===== src/hdl/lsu_cfg.svh =====
// build-time sizes of the load-store unit, included by every RTL file and the testbench
`ifndef LSU_CFG_SVH
`define LSU_CFG_SVH

// queue depths, both powers of two
`define LSU_SQ_DEPTH 8
`define LSU_LQ_DEPTH 8

// physical address and data width
`define LSU_XLEN 64

// cache requests that may be outstanding at once
`define LSU_MEM_CREDITS 4

`endif


===== src/hdl/lsu_pkg.sv =====
// shared types and helpers of the load-store unit, imported by the queues, arbiter and top
`default_nettype none
`include "lsu_cfg.svh"

package lsu_pkg;

    localparam int SQ_IDX_W  = $clog2(`LSU_SQ_DEPTH);
    localparam int LQ_IDX_W  = $clog2(`LSU_LQ_DEPTH);
    localparam int TAG_IDX_W = (SQ_IDX_W > LQ_IDX_W) ? SQ_IDX_W : LQ_IDX_W;

    typedef enum logic [1:0] {SIZE_B, SIZE_H, SIZE_W, SIZE_D} mem_size_t;

    typedef logic [SQ_IDX_W:0] sq_ptr_t; // top bit is the wrap flag
    typedef logic [LQ_IDX_W:0] lq_ptr_t;

    typedef struct packed {
        logic                 is_store;
        logic [TAG_IDX_W-1:0] idx;
    } mem_tag_t;

    typedef struct packed {
        logic [`LSU_XLEN-1:0] addr;
        logic [`LSU_XLEN-1:0] data; // already shifted into its lane
        logic [7:0]           strb;
    } store_entry_t;

    typedef struct packed {
        logic [`LSU_XLEN-1:0] addr;
        mem_size_t            size;
        logic                 is_unsigned;
        logic [7:0]           strb;
        sq_ptr_t              sq_mark; // store tail seen at arrival
    } load_entry_t;

    function automatic logic [7:0] make_strobe(input mem_size_t size, input logic [2:0] offset);
        logic [7:0] mask;
        case (size)
            SIZE_B:  mask = 8'h01;
            SIZE_H:  mask = 8'h03;
            SIZE_W:  mask = 8'h0f;
            default: mask = 8'hff;
        endcase
        return mask << offset;
    endfunction

    function automatic logic [`LSU_XLEN-1:0] extend_load(
        input logic [`LSU_XLEN-1:0] dword,
        input logic [2:0]           offset,
        input mem_size_t            size,
        input logic                 is_unsigned
    );
        logic [`LSU_XLEN-1:0] lane;
        lane = dword >> {offset, 3'b000};
        case (size)
            SIZE_B:  return {{(`LSU_XLEN-8){~is_unsigned & lane[7]}}, lane[7:0]};
            SIZE_H:  return {{(`LSU_XLEN-16){~is_unsigned & lane[15]}}, lane[15:0]};
            SIZE_W:  return {{(`LSU_XLEN-32){~is_unsigned & lane[31]}}, lane[31:0]};
            default: return lane;
        endcase
    endfunction

endpackage

`default_nettype wire


===== src/hdl/entry_ram.sv =====
// entry payload storage for the store and load queues, one write port and two read ports
`timescale 1ns/1ps
`default_nettype none
`include "lsu_cfg.svh"

module entry_ram #(
    parameter type payload_t = logic [`LSU_XLEN-1:0],
    parameter int  DEPTH     = `LSU_SQ_DEPTH
) (
    input  wire                     clk,
    input  wire                     we,
    input  wire [$clog2(DEPTH)-1:0] waddr,
    input  wire payload_t           wdata,
    input  wire [$clog2(DEPTH)-1:0] raddr_a,
    output payload_t                rdata_a,
    input  wire [$clog2(DEPTH)-1:0] raddr_b,
    output payload_t                rdata_b
);

    payload_t mem [DEPTH];

    always_ff @(posedge clk) begin
        if (we) begin
            mem[waddr] <= wdata;
        end
    end

    // both reads are combinational
    assign rdata_a = mem[raddr_a];
    assign rdata_b = mem[raddr_b];

endmodule

`default_nettype wire


===== src/hdl/store_queue.sv =====
// store queue: holds stores until commit, drains them in order to the cache, answers load lookups
`timescale 1ns/1ps
`default_nettype none
`include "lsu_cfg.svh"

module store_queue (
    input  wire                          clk,
    input  wire                          rst,
    input  wire                          st_valid,
    input  wire  [`LSU_XLEN-1:0]         st_addr,
    input  wire  [`LSU_XLEN-1:0]         st_data,
    input  wire  lsu_pkg::mem_size_t     st_size,
    input  wire                          st_commit,     // oldest uncommitted store retires
    output logic                         st_credit,
    output logic                         drain_valid,
    output logic [`LSU_XLEN-1:0]         drain_addr,
    output logic [7:0]                   drain_strb,
    output logic [`LSU_XLEN-1:0]         drain_data,
    output lsu_pkg::mem_tag_t            drain_tag,
    input  wire                          drain_grant,
    input  wire                          store_ack,
    input  wire  [lsu_pkg::SQ_IDX_W-1:0] store_ack_idx,
    input  wire  [`LSU_XLEN-1:0]         lookup_addr,
    input  wire  [7:0]                   lookup_strb,
    output logic                         fwd_hit,
    output logic [`LSU_XLEN-1:0]         fwd_data,
    output logic                         overlap,
    output lsu_pkg::sq_ptr_t             sq_head,
    output lsu_pkg::sq_ptr_t             sq_tail
);
    import lsu_pkg::*;

    localparam int DEPTH = `LSU_SQ_DEPTH;

    sq_ptr_t              head, cmt, tail;      // cmt sits between head and tail
    sq_ptr_t              count;
    logic [SQ_IDX_W-1:0]  head_idx, tail_idx, hit_idx;
    logic [DEPTH-1:0]     requested;            // sent to the cache, ack pending
    logic [`LSU_XLEN-4:0] cam_addr [DEPTH];     // doubleword address for lookup
    logic [7:0]           cam_strb [DEPTH];
    logic                 hit_found;
    logic [7:0]           hit_strb;
    store_entry_t         push_entry, head_entry, hit_entry;

    assign head_idx = head[SQ_IDX_W-1:0];
    assign tail_idx = tail[SQ_IDX_W-1:0];
    assign count    = tail - head;

    always_comb begin
        push_entry.addr = st_addr;
        push_entry.data = st_data << {st_addr[2:0], 3'b000};
        push_entry.strb = make_strobe(st_size, st_addr[2:0]);
    end

    entry_ram #(.payload_t(store_entry_t), .DEPTH(DEPTH)) i_entry_ram (
        .clk     (clk),
        .we      (st_valid),
        .waddr   (tail_idx),
        .wdata   (push_entry),
        .raddr_a (head_idx),
        .rdata_a (head_entry),
        .raddr_b (hit_idx),
        .rdata_b (hit_entry)
    );

    always_ff @(posedge clk) begin
        if (st_valid) begin
            cam_addr[tail_idx] <= st_addr[`LSU_XLEN-1:3];
            cam_strb[tail_idx] <= push_entry.strb;
        end
    end

    always_ff @(posedge clk) begin
        if (rst) begin
            head      <= '0;
            cmt       <= '0;
            tail      <= '0;
            requested <= '0;
            st_credit <= 1'b0;
        end else begin
            if (st_valid) tail <= tail + 1'b1;
            if (st_commit) cmt <= cmt + 1'b1;
            if (drain_grant) requested[head_idx] <= 1'b1;
            if (store_ack) begin
                requested[store_ack_idx] <= 1'b0;
                head <= head + 1'b1;                    // entry frees after the ack
            end
            st_credit <= store_ack;
        end
    end

    // one store in flight at a time, always the head
    assign drain_valid = (head != cmt) && !requested[head_idx];
    assign drain_addr  = {head_entry.addr[`LSU_XLEN-1:3], 3'b000};
    assign drain_strb  = head_entry.strb;
    assign drain_data  = head_entry.data;
    assign drain_tag   = '{is_store: 1'b1, idx: TAG_IDX_W'(head_idx)};

    // walk from oldest to youngest so the last match wins
    always_comb begin : fwd_scan
        logic [SQ_IDX_W-1:0] idx;
        hit_found = 1'b0;
        hit_idx   = head_idx;
        hit_strb  = '0;
        for (int i = 0; i < DEPTH; i++) begin
            idx = head_idx + SQ_IDX_W'(i);
            if (sq_ptr_t'(i) < count && cam_addr[idx] == lookup_addr[`LSU_XLEN-1:3]
                    && |(cam_strb[idx] & lookup_strb)) begin
                hit_found = 1'b1;
                hit_idx   = idx;
                hit_strb  = cam_strb[idx];
            end
        end
    end

    assign fwd_hit  = hit_found && ((lookup_strb & ~hit_strb) == 8'h00);
    assign overlap  = hit_found && !fwd_hit;       // partial cover, load must wait
    assign fwd_data = hit_entry.data;

    assign sq_head = head;
    assign sq_tail = tail;

    assert property (@(posedge clk) disable iff (rst) st_valid |-> count != sq_ptr_t'(DEPTH))
        else $error("store pushed into a full queue");

    assert property (@(posedge clk) disable iff (rst) store_ack |-> requested[store_ack_idx])
        else $error("store ack for entry %0d that was never sent", store_ack_idx);

endmodule

`default_nettype wire


===== src/hdl/load_queue.sv =====
// load queue: checks loads against queued stores, issues cache reads, returns results in order
`timescale 1ns/1ps
`default_nettype none
`include "lsu_cfg.svh"

module load_queue (
    input  wire                          clk,
    input  wire                          rst,
    input  wire                          ld_valid,
    input  wire  [`LSU_XLEN-1:0]         ld_addr,
    input  wire  lsu_pkg::mem_size_t     ld_size,
    input  wire                          ld_unsigned,
    output logic                         ld_credit,
    output logic [`LSU_XLEN-1:0]         lookup_addr,
    output logic [7:0]                   lookup_strb,
    input  wire                          fwd_hit,
    input  wire  [`LSU_XLEN-1:0]         fwd_data,
    input  wire                          overlap,
    input  wire  lsu_pkg::sq_ptr_t       sq_head,
    input  wire  lsu_pkg::sq_ptr_t       sq_tail,
    output logic                         read_valid,
    output logic [`LSU_XLEN-1:0]         read_addr,
    output lsu_pkg::mem_tag_t            read_tag,
    input  wire                          read_grant,
    input  wire                          load_data_valid,
    input  wire  [lsu_pkg::LQ_IDX_W-1:0] load_data_idx,
    input  wire  [`LSU_XLEN-1:0]         load_data,
    output logic                         ld_result_valid,
    output logic [`LSU_XLEN-1:0]         ld_result_data
);
    import lsu_pkg::*;

    localparam int DEPTH = `LSU_LQ_DEPTH;

    typedef enum logic [1:0] {LQ_BLOCKED, LQ_READY, LQ_ISSUED, LQ_DONE} lq_state_t;

    lq_ptr_t              head, tail, count;
    logic [LQ_IDX_W-1:0]  head_idx, tail_idx, sel_idx;
    lq_state_t            state [DEPTH];
    logic [DEPTH-1:0]     valid;
    sq_ptr_t              mark [DEPTH];         // store tail at arrival
    logic [`LSU_XLEN-1:0] result [DEPTH];       // extended load value
    logic                 sel_found;
    load_entry_t          push_entry, sel_entry, resp_entry;

    assign head_idx = head[LQ_IDX_W-1:0];
    assign tail_idx = tail[LQ_IDX_W-1:0];
    assign count    = tail - head;

    // the arriving load checks the store queue in the same cycle
    assign lookup_addr = ld_addr;
    assign lookup_strb = make_strobe(ld_size, ld_addr[2:0]);

    always_comb begin
        push_entry.addr        = ld_addr;
        push_entry.size        = ld_size;
        push_entry.is_unsigned = ld_unsigned;
        push_entry.strb        = lookup_strb;
        push_entry.sq_mark     = sq_tail;
    end

    entry_ram #(.payload_t(load_entry_t), .DEPTH(DEPTH)) i_entry_ram (
        .clk     (clk),
        .we      (ld_valid),
        .waddr   (tail_idx),
        .wdata   (push_entry),
        .raddr_a (sel_idx),
        .rdata_a (sel_entry),
        .raddr_b (load_data_idx),
        .rdata_b (resp_entry)
    );

    // youngest first, so the oldest ready entry is picked last
    always_comb begin : ready_scan
        logic [LQ_IDX_W-1:0] idx;
        valid     = '0;
        sel_found = 1'b0;
        sel_idx   = head_idx;
        for (int i = DEPTH - 1; i >= 0; i--) begin
            idx        = head_idx + LQ_IDX_W'(i);
            valid[idx] = lq_ptr_t'(i) < count;
            if (valid[idx] && state[idx] == LQ_READY) begin
                sel_found = 1'b1;
                sel_idx   = idx;
            end
        end
    end

    assign read_valid = sel_found;
    assign read_addr  = {sel_entry.addr[`LSU_XLEN-1:3], 3'b000};
    assign read_tag   = '{is_store: 1'b0, idx: TAG_IDX_W'(sel_idx)};

    assign ld_result_valid = valid[head_idx] && state[head_idx] == LQ_DONE;
    assign ld_result_data  = result[head_idx];
    assign ld_credit       = ld_result_valid;     // slot frees as the result leaves

    always_ff @(posedge clk) begin
        if (rst) begin
            head <= '0;
            tail <= '0;
            for (int i = 0; i < DEPTH; i++) state[i] <= LQ_DONE;
        end else begin
            for (int i = 0; i < DEPTH; i++) begin
                if (valid[i] && state[i] == LQ_BLOCKED && sq_head == mark[i])
                    state[i] <= LQ_READY;           // older stores all drained
            end
            if (read_grant) state[sel_idx] <= LQ_ISSUED;
            if (load_data_valid) state[load_data_idx] <= LQ_DONE;
            if (ld_valid) begin
                tail <= tail + 1'b1;
                if (fwd_hit) state[tail_idx] <= LQ_DONE;
                else if (overlap) state[tail_idx] <= LQ_BLOCKED;
                else state[tail_idx] <= LQ_READY;
            end
            if (ld_result_valid) head <= head + 1'b1;
        end
    end

    always_ff @(posedge clk) begin
        if (ld_valid) mark[tail_idx] <= sq_tail;
        if (ld_valid && fwd_hit)
            result[tail_idx] <= extend_load(fwd_data, ld_addr[2:0], ld_size, ld_unsigned);
        if (load_data_valid)
            result[load_data_idx] <= extend_load(load_data, resp_entry.addr[2:0],
                                                 resp_entry.size, resp_entry.is_unsigned);
    end

    assert property (@(posedge clk) disable iff (rst)
        load_data_valid |-> valid[load_data_idx] && state[load_data_idx] == LQ_ISSUED)
        else $error("cache data for load entry %0d that has no read out", load_data_idx);

endmodule

`default_nettype wire


===== src/hdl/mem_arbiter.sv =====
// cache port arbiter: store drain over load reads, cache credit count, response routing
`timescale 1ns/1ps
`default_nettype none
`include "lsu_cfg.svh"

module mem_arbiter (
    input  wire                          clk,
    input  wire                          rst,
    input  wire                          drain_valid,
    input  wire  [`LSU_XLEN-1:0]         drain_addr,
    input  wire  [7:0]                   drain_strb,
    input  wire  [`LSU_XLEN-1:0]         drain_data,
    input  wire  lsu_pkg::mem_tag_t      drain_tag,
    output logic                         drain_grant,
    input  wire                          read_valid,
    input  wire  [`LSU_XLEN-1:0]         read_addr,
    input  wire  lsu_pkg::mem_tag_t      read_tag,
    output logic                         read_grant,
    output logic                         mem_req_valid,
    output logic                         mem_req_write,
    output logic [`LSU_XLEN-1:0]         mem_req_addr,
    output logic [7:0]                   mem_req_strb,
    output logic [`LSU_XLEN-1:0]         mem_req_wdata,
    output lsu_pkg::mem_tag_t            mem_req_tag,
    input  wire                          mem_credit,
    input  wire                          mem_resp_valid,
    input  wire  lsu_pkg::mem_tag_t      mem_resp_tag,
    input  wire  [`LSU_XLEN-1:0]         mem_resp_data,
    output logic                         store_ack,
    output logic [lsu_pkg::SQ_IDX_W-1:0] store_ack_idx,
    output logic                         load_data_valid,
    output logic [lsu_pkg::LQ_IDX_W-1:0] load_data_idx,
    output logic [`LSU_XLEN-1:0]         load_data
);
    import lsu_pkg::*;

    localparam int CREDITS = `LSU_MEM_CREDITS;
    localparam int CW      = $clog2(CREDITS + 1);

    logic [CW-1:0] credits;
    logic          can_issue;
    logic          resp_is_store;

    assign can_issue   = credits != '0;
    assign drain_grant = drain_valid && can_issue;
    assign read_grant  = read_valid && can_issue && !drain_valid;  // store first

    assign mem_req_valid = drain_grant || read_grant;
    assign mem_req_write = drain_grant;
    assign mem_req_addr  = drain_grant ? drain_addr : read_addr;
    assign mem_req_strb  = drain_grant ? drain_strb : 8'h00;
    assign mem_req_wdata = drain_grant ? drain_data : '0;
    assign mem_req_tag   = drain_grant ? drain_tag : read_tag;

    always_ff @(posedge clk) begin
        if (rst) begin
            credits <= CW'(CREDITS);
        end else begin
            credits <= credits - CW'(mem_req_valid) + CW'(mem_credit);
        end
    end

    assign resp_is_store   = mem_resp_tag.is_store;
    assign store_ack       = mem_resp_valid && resp_is_store;
    assign load_data_valid = mem_resp_valid && !resp_is_store;
    assign store_ack_idx   = mem_resp_tag.idx[SQ_IDX_W-1:0];
    assign load_data_idx   = mem_resp_tag.idx[LQ_IDX_W-1:0];
    assign load_data       = mem_resp_data;

    assert property (@(posedge clk) disable iff (rst) credits <= CW'(CREDITS))
        else $error("cache credits %0d above the limit", credits);

endmodule

`default_nettype wire


===== src/hdl/lsu_top.sv =====
// load-store unit top level, connects store queue, load queue and cache arbiter
`timescale 1ns/1ps
`default_nettype none
`include "lsu_cfg.svh"

module lsu_top (
    input  wire                      clk,
    input  wire                      rst,
    input  wire                      st_valid,
    input  wire  [`LSU_XLEN-1:0]     st_addr,
    input  wire  [`LSU_XLEN-1:0]     st_data,
    input  wire  lsu_pkg::mem_size_t st_size,
    input  wire                      st_commit,
    output logic                     st_credit,
    input  wire                      ld_valid,
    input  wire  [`LSU_XLEN-1:0]     ld_addr,
    input  wire  lsu_pkg::mem_size_t ld_size,
    input  wire                      ld_unsigned,
    output logic                     ld_credit,
    output logic                     ld_result_valid,
    output logic [`LSU_XLEN-1:0]     ld_result_data,
    output logic                     mem_req_valid,
    output logic                     mem_req_write,
    output logic [`LSU_XLEN-1:0]     mem_req_addr,
    output logic [7:0]               mem_req_strb,
    output logic [`LSU_XLEN-1:0]     mem_req_wdata,
    output lsu_pkg::mem_tag_t        mem_req_tag,
    input  wire                      mem_credit,
    input  wire                      mem_resp_valid,
    input  wire  lsu_pkg::mem_tag_t  mem_resp_tag,
    input  wire  [`LSU_XLEN-1:0]     mem_resp_data
);
    import lsu_pkg::*;

    logic                 drain_valid, drain_grant, read_valid, read_grant;
    logic [`LSU_XLEN-1:0] drain_addr, drain_data, read_addr;
    logic [7:0]           drain_strb, lookup_strb;
    mem_tag_t             drain_tag, read_tag;
    logic                 store_ack, load_data_valid;
    logic [SQ_IDX_W-1:0]  store_ack_idx;
    logic [LQ_IDX_W-1:0]  load_data_idx;
    logic [`LSU_XLEN-1:0] load_data, lookup_addr, fwd_data;
    logic                 fwd_hit, overlap;
    sq_ptr_t              sq_head, sq_tail;

    store_queue i_store_queue (.*);

    load_queue i_load_queue (.*);

    mem_arbiter i_mem_arbiter (.*);

endmodule

`default_nettype wire


===== config.mk =====
export PLATFORM = sky130hd
export DESIGN_NAME = lsu_top
export DESIGN_NICKNAME = d
export VERILOG_FILES = /design/src/hdl/lsu_pkg.sv /design/src/hdl/entry_ram.sv /design/src/hdl/store_queue.sv /design/src/hdl/load_queue.sv /design/src/hdl/mem_arbiter.sv /design/src/hdl/lsu_top.sv
export VERILOG_INCLUDE_DIRS = /design/src /design/src/hdl
export SDC_FILE = /design/constraint.sdc
export NUM_CORES = 2
export LEC_CHECK = 0
export BUFFER_PORTS_ARGS = -buffer_cell sky130_fd_sc_hd__buf_2
export CAP_MARGIN = 10
export CORE_MARGIN = 2
export CORE_UTILIZATION = 40
export DETAILED_ROUTE_END_ITERATION = 16
export PLACE_DENSITY_LB_ADDON = 0.05
export SLEW_MARGIN = 10
export SYNTH_ARGS = -nofsm -noshare
export SYNTH_HDL_FRONTEND = slang
export SYNTH_SLANG_ARGS = --single-unit

===== constraint.sdc =====
create_clock -name clk -period 14.9 [get_ports clk]
set_input_delay 1.49 -clock clk [delete_from_list [all_inputs] [get_ports clk]]
set_output_delay 1.49 -clock clk [all_outputs]
set_load 0.01 [all_outputs]

Word-level counts from Yosys, hierarchy flattened
Memories as Yosys holds them, arrays and structs flattened. A register that Yosys moved wholly into a read port is not among the register bits.
Index checks and enable logic that the tools add are counted.
{"block": "classes", "shifts": 5, "eq_ne": 32, "reduce_logical": 86, "n_mux": 170, "bitwise": 32, "add_sub_neg": 23, "magnitude_cmp": 36}
{"op": "$eq A61 B61 Y1", "n": 8}
{"op": "$pmux W64 S3", "n": 2}
{"op": "$mux W64", "n": 4}
{"op": "$shr A64 B6 Y64", "n": 2}
{"op": "$mux W8", "n": 12}
{"op": "$and A8 B8 Y8", "n": 11}
{"op": "$mux W1", "n": 88}
{"op": "$mux W3", "n": 25}
{"op": "$reduce_or A8 Y1", "n": 8}
{"op": "$shl A64 B6 Y64", "n": 1}
{"op": "$logic_and A1 B1 Y1", "n": 60}
{"op": "$bwmux W8", "n": 7}
{"op": "$pmux W8 S3", "n": 2}
{"op": "$lt A3 B4 Y1 const B", "n": 10}
{"op": "$eq A4 B4 Y1", "n": 8}
{"op": "$lt A3 B4 Y1 const A", "n": 8}
{"op": "$demux W1 S3", "n": 10}
{"op": "$ge A3 B1 Y1 const B", "n": 10}
{"op": "$bmux W1 S3", "n": 9}
{"op": "$add A3 B3 Y3 const B", "n": 8}
{"op": "$eq A2 B1 Y1 const B", "n": 11}
{"op": "$logic_not A2 Y1", "n": 11}
{"op": "$add A4 B1 Y4 const B", "n": 5}
{"op": "$mux W2", "n": 10}
{"op": "20 further kinds", "n": 54}
{"block": "totals", "output_inout_bits": 209, "ff_bits": 32, "wordCells": 399, "memories": 7, "inputBits": 272, "ramBits": 2832}
{"name": "i_store_queue.i_entry_ram.mem", "depth": 8, "width": 136, "read_ports": 2, "rd_ports_with_merged_regs": 1, "wr": 1, "line": "entry_ram.sv:20", "source": "payload_t mem [DEPTH];"}
{"name": "i_load_queue.i_entry_ram.mem", "depth": 8, "width": 79, "read_ports": 2, "rd_ports_with_merged_regs": 0, "wr": 1, "line": "entry_ram.sv:20"}
{"name": "i_load_queue.result", "depth": 8, "width": 64, "read_ports": 1, "rd_ports_with_merged_regs": 1, "wr": 2, "line": "load_queue.sv:42", "source": "logic [`LSU_XLEN-1:0] result [DEPTH];"}
{"name": "i_store_queue.cam_addr", "depth": 8, "width": 61, "read_ports": 8, "rd_ports_with_merged_regs": 1, "wr": 1, "line": "store_queue.sv:39", "source": "logic [`LSU_XLEN-4:0] cam_addr [DEPTH];"}
{"name": "i_store_queue.cam_strb", "depth": 8, "width": 8, "read_ports": 8, "rd_ports_with_merged_regs": 1, "wr": 1, "line": "store_queue.sv:40", "source": "logic [7:0] cam_strb [DEPTH];"}
{"name": "i_load_queue.mark", "depth": 8, "width": 4, "read_ports": 8, "rd_ports_with_merged_regs": 0, "wr": 1, "line": "load_queue.sv:41", "source": "sq_ptr_t mark [DEPTH];"}
{"name": "+1 memories"}

Depth between registers and ports, before layout
{"block": "logic_depth", "depth_word": 27, "ltp_mapped": 41, "mapped_depth_nobuf": 23}

Modules after synthesis
From an unflattened synthesis, not the netlist that was laid out.
{"block": "unflattened", "cells_unflattened": 11302, "hier_area_um2": 172279.0}
{"module": "store_queue", "area_each_um2": 58010.6, "n_inst": 1, "seq_area_each_um2": 17056.4, "cells_each": 4820}
{"module": "entry_ram (i_store_queue.i_entry_ram)", "area_each_um2": 48840.6, "n_inst": 1, "seq_area_each_um2": 32671.3, "cells_each": 2067}
{"module": "load_queue", "area_each_um2": 34805.9, "n_inst": 1, "seq_area_each_um2": 17036.3, "cells_each": 2959}
{"module": "entry_ram (i_load_queue.i_entry_ram)", "area_each_um2": 28522.4, "n_inst": 1, "seq_area_each_um2": 18978.2, "cells_each": 1209}
{"module": "mem_arbiter", "area_each_um2": 2099.5, "n_inst": 1, "seq_area_each_um2": 60.1, "cells_each": 247}

Worst setup path before layout
Ideal clock, no wire load.
{"block": "synth_timing", "path_kind": "register to register", "startpoint": "register i_store_queue.head[0], in the netlist i_store_queue.sq_head[0]", "endpoint": "memory i_load_queue.result[1][0] (netlist name), enable pin", "path_buffers": 14, "setup_ns": 0.661, "path_stages_with_launch": 33, "setup_slack_ns": 1.325, "arrival_time_ns": 12.914, "period_less_slack_ns": 13.575, "required_ns": 14.239, "path_cell_list": "dfxtp_1 -> buf_6 -> buf_12 -> buf_12 -> inv_2 -> buf_4 -> buf_6 -> buf_2 -> buf_2 -> buf_2 -> ha_1 -> buf_4 -> buf_4 -> buf_2 -> buf_2 -> mux4_2 -> mux2_2 -> a22oi_1 -> o221ai_1 -> o21ai_0 -> nor4b_1 -> and3_1 -> clkbuf_1 -> or3_1 -> o211a_1 -> a211oi_1 -> o311ai_0 -> o211ai_1 -> o221ai_1 -> a311o_1 -> a2111o_1 -> clkbuf_1 -> o41ai_1"}
{"element": "from (decl)", "line": "store_queue.sv:35", "source": "sq_ptr_t head, cmt, tail;"}
{"element": "from (signal assigned)", "line": "store_queue.sv:86", "source": "head <= head + 1'b1;"}
{"element": "to (decl)", "line": "load_queue.sv:42"}

Worst setup path after layout
{"block": "layout_timing", "startpoint": "register i_load_queue.head[1]", "endpoint": "output port mem_req_addr[19]"}
{"block": "layout_via", "elab_chain_len": 19, "elab_cells_between_ends": 106, "classes_between": "8 x add/sub; 24 x order compare; 7 x eq/ne; 48 x mux; 1 x bitwise; 16 x reduce/logical; 2 x memory"}
{"element": "from (decl)", "line": "load_queue.sv:37", "source": "lq_ptr_t head, tail, count;"}
{"element": "from (signal assigned)", "line": "load_queue.sv:115", "source": "if (ld_result_valid) head <= head + 1'b1;"}
{"element": "$add A3 B3 Y3", "line": "load_queue.sv:80", "source": "idx = head_idx + LQ_IDX_W'(i);"}
{"element": "$lt A3 B4 Y1 or $ge A3 B1 Y1 (tied branches)", "line": "load_queue.sv:81", "source": "valid[idx] = lq_ptr_t'(i) < count;"}
{"element": "$logic_and A1 B1 Y1 (implied by the code)", "line": "load_queue.sv:81"}
{"element": "$mux W1 (implied by the code)", "line": "load_queue.sv:81"}
{"element": "$demux W1 S3"}
{"element": "$and A8 B8 Y8 (no source line)"}
{"element": "$bmux W1 S3 or $bwmux W8 (tied branches)", "line": "load_queue.sv:82, load_queue.sv:81"}
{"element": "$mux W1 (implied by the code) (tied with other cells)", "line": "load_queue.sv:82", "source": "if (valid[idx] && state[idx] == LQ_READY) begin"}
{"element": "$logic_and A1 B1 Y1 (tied with other cells)", "line": "load_queue.sv:82"}
{"element": "$mux W3 (tied with other cells) (6 in series)", "line": "load_queue.sv:82"}
{"element": "$mux W3 or $logic_and A1 B1 Y1 (tied branches)", "line": "load_queue.sv:82"}
{"element": "$mux W3 *", "line": "load_queue.sv:82"}
{"element": "$mem_v2 Z8 W79 *"}
{"element": "$mux W64 *", "line": "mem_arbiter.sv:50", "source": "assign mem_req_addr = drain_grant ? drain_addr : read_addr;"}
{"element": "to (decl)", "line": "lsu_top.sv:24", "source": "output logic [`LSU_XLEN-1:0] mem_req_addr,"}
Mark *: on every way between the ends. The rest lies on a longest branch, timed or not. The select of a mux whose other input is x is not followed.

==> reports/metrics.csv <==
metric,value,unit
status,"complete, but fails checks",
failed_checks,capacitance limit,
ys_ff_latch,2198,
boundaryPins,481,
synth_adder_area_share,0.258,%
r2r_cells,23,
antenna_left,0,
cts_tree,done,
initialDrtViolationCount,14400,
ys.flop_type,edfxtp_1,
synth_area_leaders,"edfxtp_1, mux4_2, mux2i_1",
track_usage,35.6,%
nets,10800,
synth_top_area_share,48.0,%
num_vias,103000,
synth_edf_count,2160,
slowest_stage,buf_4,
grt_max_degree,178,
critical_path.startpoint,i_load_queue.head[1]$_SDFFE_PP0P_,
grt_pass1_wl,842,mm
dieWidth,585,µm
start_kind,flip-flop,
overflow,0,
dpl.hpwl,443,mm
seq_area,65700,µm²
finalSetupTns,0,ns
synth_top_family_by_area,multiplexers,
ctsResizeCount,0,
hold_class,flip-flop to flip-flop,
fillers,30600,
clk_pin_slew,0.06,ns
cts.htree.levels,5,
reg2reg_slack,3.32,ns
path_cells,buf_4 -> clkinv_1 -> ha_1 -> nor2b_1 -> o21a_1 -> o21ai_1 -> nand2_1 -> and3_1 -> a311oi_1 -> a31oi_1 -> a31oi_1 -> a31oi_1 -> mux4_2 -> a22oi_1 -> nand4_1 -> o211ai_1 -> buf_4 -> buf_4 -> buf_4 -> a21oi_1 -> a221oi_1 -> o221ai_1 -> buf_2,
drt-total-wl,624,mm
stdcell_area,151000,µm²
rr_endpoint,i_load_queue.result[6][55]$_DFFE_PP_,
clockBufferDepth,4,
antenna_found_initial,98,
hold_viol_final,0,
yosysSeqAreaShare,48.6,%
crit_type,flip-flop to output port,
start_util,40.1,%
async_reset_ff_share,0,%
cellPowerDensity,142,nW/µm²
cp_data_arrival_time,10.38,ns
cts_sinks,2198,
port_buffers,477,
cp_max_fo,76,
drive_above_1_share,24.3,%
clk_latency,0.94,ns
synthXorXnorAreaFrac,3.14,%
syn_area,135000,µm²
placed_area,142000,µm²
dr.pass1.iters,9,
max_slew_margin,1.67,%
syn_area_per_cell,13.0,µm²
slowest_delay,0.85,ns
setup_viol,0,
synth_compound_area_share,9.30,%
cp_data_required_time,13.41,ns
drc_errors,0,
max-vdd-ir-drop,0.413,mV
slew_viol_final,0,
yosys.area.top_type,edfxtp_1,
yosys_warnings,0,
min_period_over_period,79.6,%
vias_per_cell,6.75,
cts_root_buf,clkbuf_16,
synth.area.mux_share,25.8,%
cap_violations,2,
grt_pass1_vias,95700,
cts_buffers,270,
tightest_slew,1.45,ns
cts.hold.buffers_added,0,
gp_congestion,1.04,
clock_skew,0.0559,ns
coreArea,336000,µm²
period_needed,11.87,ns
timing.rr.start,i_store_queue.sq_head[1]$_SDFFE_PP0P_,
synth.most_common_cell,edfxtp_1,
multi_input_area,65200,µm²
crit_path_end_kind,output port,
synth-simple-area-share,9.26,%
min-delay-start,i_store_queue.requested[2]$_SDFF_PP0_,
rsz0062_at_grt,false,
postCtsSetupBuffers,0,
areaGrowthSynthToFinish,11.7,%
wire_per_inst,40.8,µm
timing.fmax,0.0843,GHz
p_leak,48.8,nW
crit_path_end,mem_req_addr[19],
cpMostUsedCell,buf_4,
dieHeight,585,µm
die_area,342000,µm²
postSynthCellCount,10400,
yosysUniqueCellTypes,121,
synthTopCellsByCount,"edfxtp_1, mux2i_1, mux4_2",
rows,213,
-- power breakdown --
group | internal [mW] | leakage, nW | switching (mW) | total [mW]
Combinational | 2.48 | 24.6 | 5.29 | 7.77
Sequential | 7.00 | 20.0 | 0.122 | 7.12
Clock | 3.80 | 4.21 | 2.79 | 6.59
Total | 13.3 | 48.8 | 8.21 | 21.5
-- cells by family after synthesis --
logic type,count (synthesis)
AO/OA/AOI/OAI,1785
flip-flops,2198
adder cells (fa/ha/maj),26
AND/OR/NAND/NOR,2671
buffers and inverters,989
other,1
XOR/XNOR,484
multiplexers,2201
-- how the worst min path moves through the flow --
stage                                            end  slack, ns  cells past startpoint
2_1_floorplan  i_store_queue.requested[4]$_SDFF_PP0_       0.49                      2
3_3_place_gp       i_load_queue.tail[0]$_SDFFE_PP0P_       0.51                      2
3_5_place_dp   i_store_queue.requested[2]$_SDFF_PP0_       0.51                      2
4_1_cts        i_store_queue.requested[2]$_SDFF_PP0_       0.52                      2
5_1_grt        i_store_queue.requested[2]$_SDFF_PP0_       0.56                      2
6_report       i_store_queue.requested[2]$_SDFF_PP0_       0.53                      2
-- flip-flops by register name (all words and copies together), names as in the netlist, 8 cells and up, named ones only --
name                           count
i_load_queue.i_entry_ram.mem     568
i_store_queue.cam_addr           247
i_load_queue.result              512
i_load_queue.state                16
i_store_queue.requested            8
i_store_queue.i_entry_ram.mem    817
-- metrics by stage --
step	hold WS [ns]	std cells	setup slack (ns)	power, mW	utilization [%]
floorplan	0.492	10400	1.32	11.7	-
CTS	0.519	15300	2.96	21.5	44.8
detailed placement	0.514	14800	3.67	14.9	42.2
global placement	0.507	14800	3.49	14.9	42.2
global route	0.560	15300	2.46	22.2	44.8
finish	0.528	15300	3.03	21.5	44.8
-- critical path: cells and delay by family (launching register included) --
family	cells	cell delay [ns]
adders and majority gates	1	0.49
buffers and inverters	6	3.18
and+or+nand+nor	4	1.02
AOI/OAI and AO/OA	11	3.78
muxes	1	0.53
DFF	1	0.30
-- layer usage --
layer	share of wire [%]	GRT usage, %	up-vias
met5	0.038	0	-
met4	3.4	10.6	36
met3	12	9.98	888
met2	41	49.7	6394
met1	44	53.4	54200
li1	-	-	41800
-- cell type report --
| type | count | area share (%) |
|---|---|---|
| sequential | 2198 | 43.5 |
| multi-input combinational | 7170 | 43.2 |
| clock inverter | 133 | 1.07 |
| antenna | 45 | 0.0747 |
| clock buffer | 338 | 4.70 |
| inverter | 104 | 0.267 |
| timing repair buffer | 804 | 3.40 |
| tap | 4515 | 3.75 |
-- layout by cell type, fill, tap and decap left out, drive strengths merged, types with 95 or more instances in the layout --
cell type     n
o211ai      176
buf         803
o21ai       238
nor2        728
mux4       1004
a21oi       357
a221oi       95
clkinv      115
xnor2       403
nand3       247
clkbuf      339
and2         98
nor3        133
nand2       899
a22oi       253
mux2i      1013
nand4       155
edfxtp     2160
mux2        184
No activity file was read; power rests on OpenSTA's default activity.
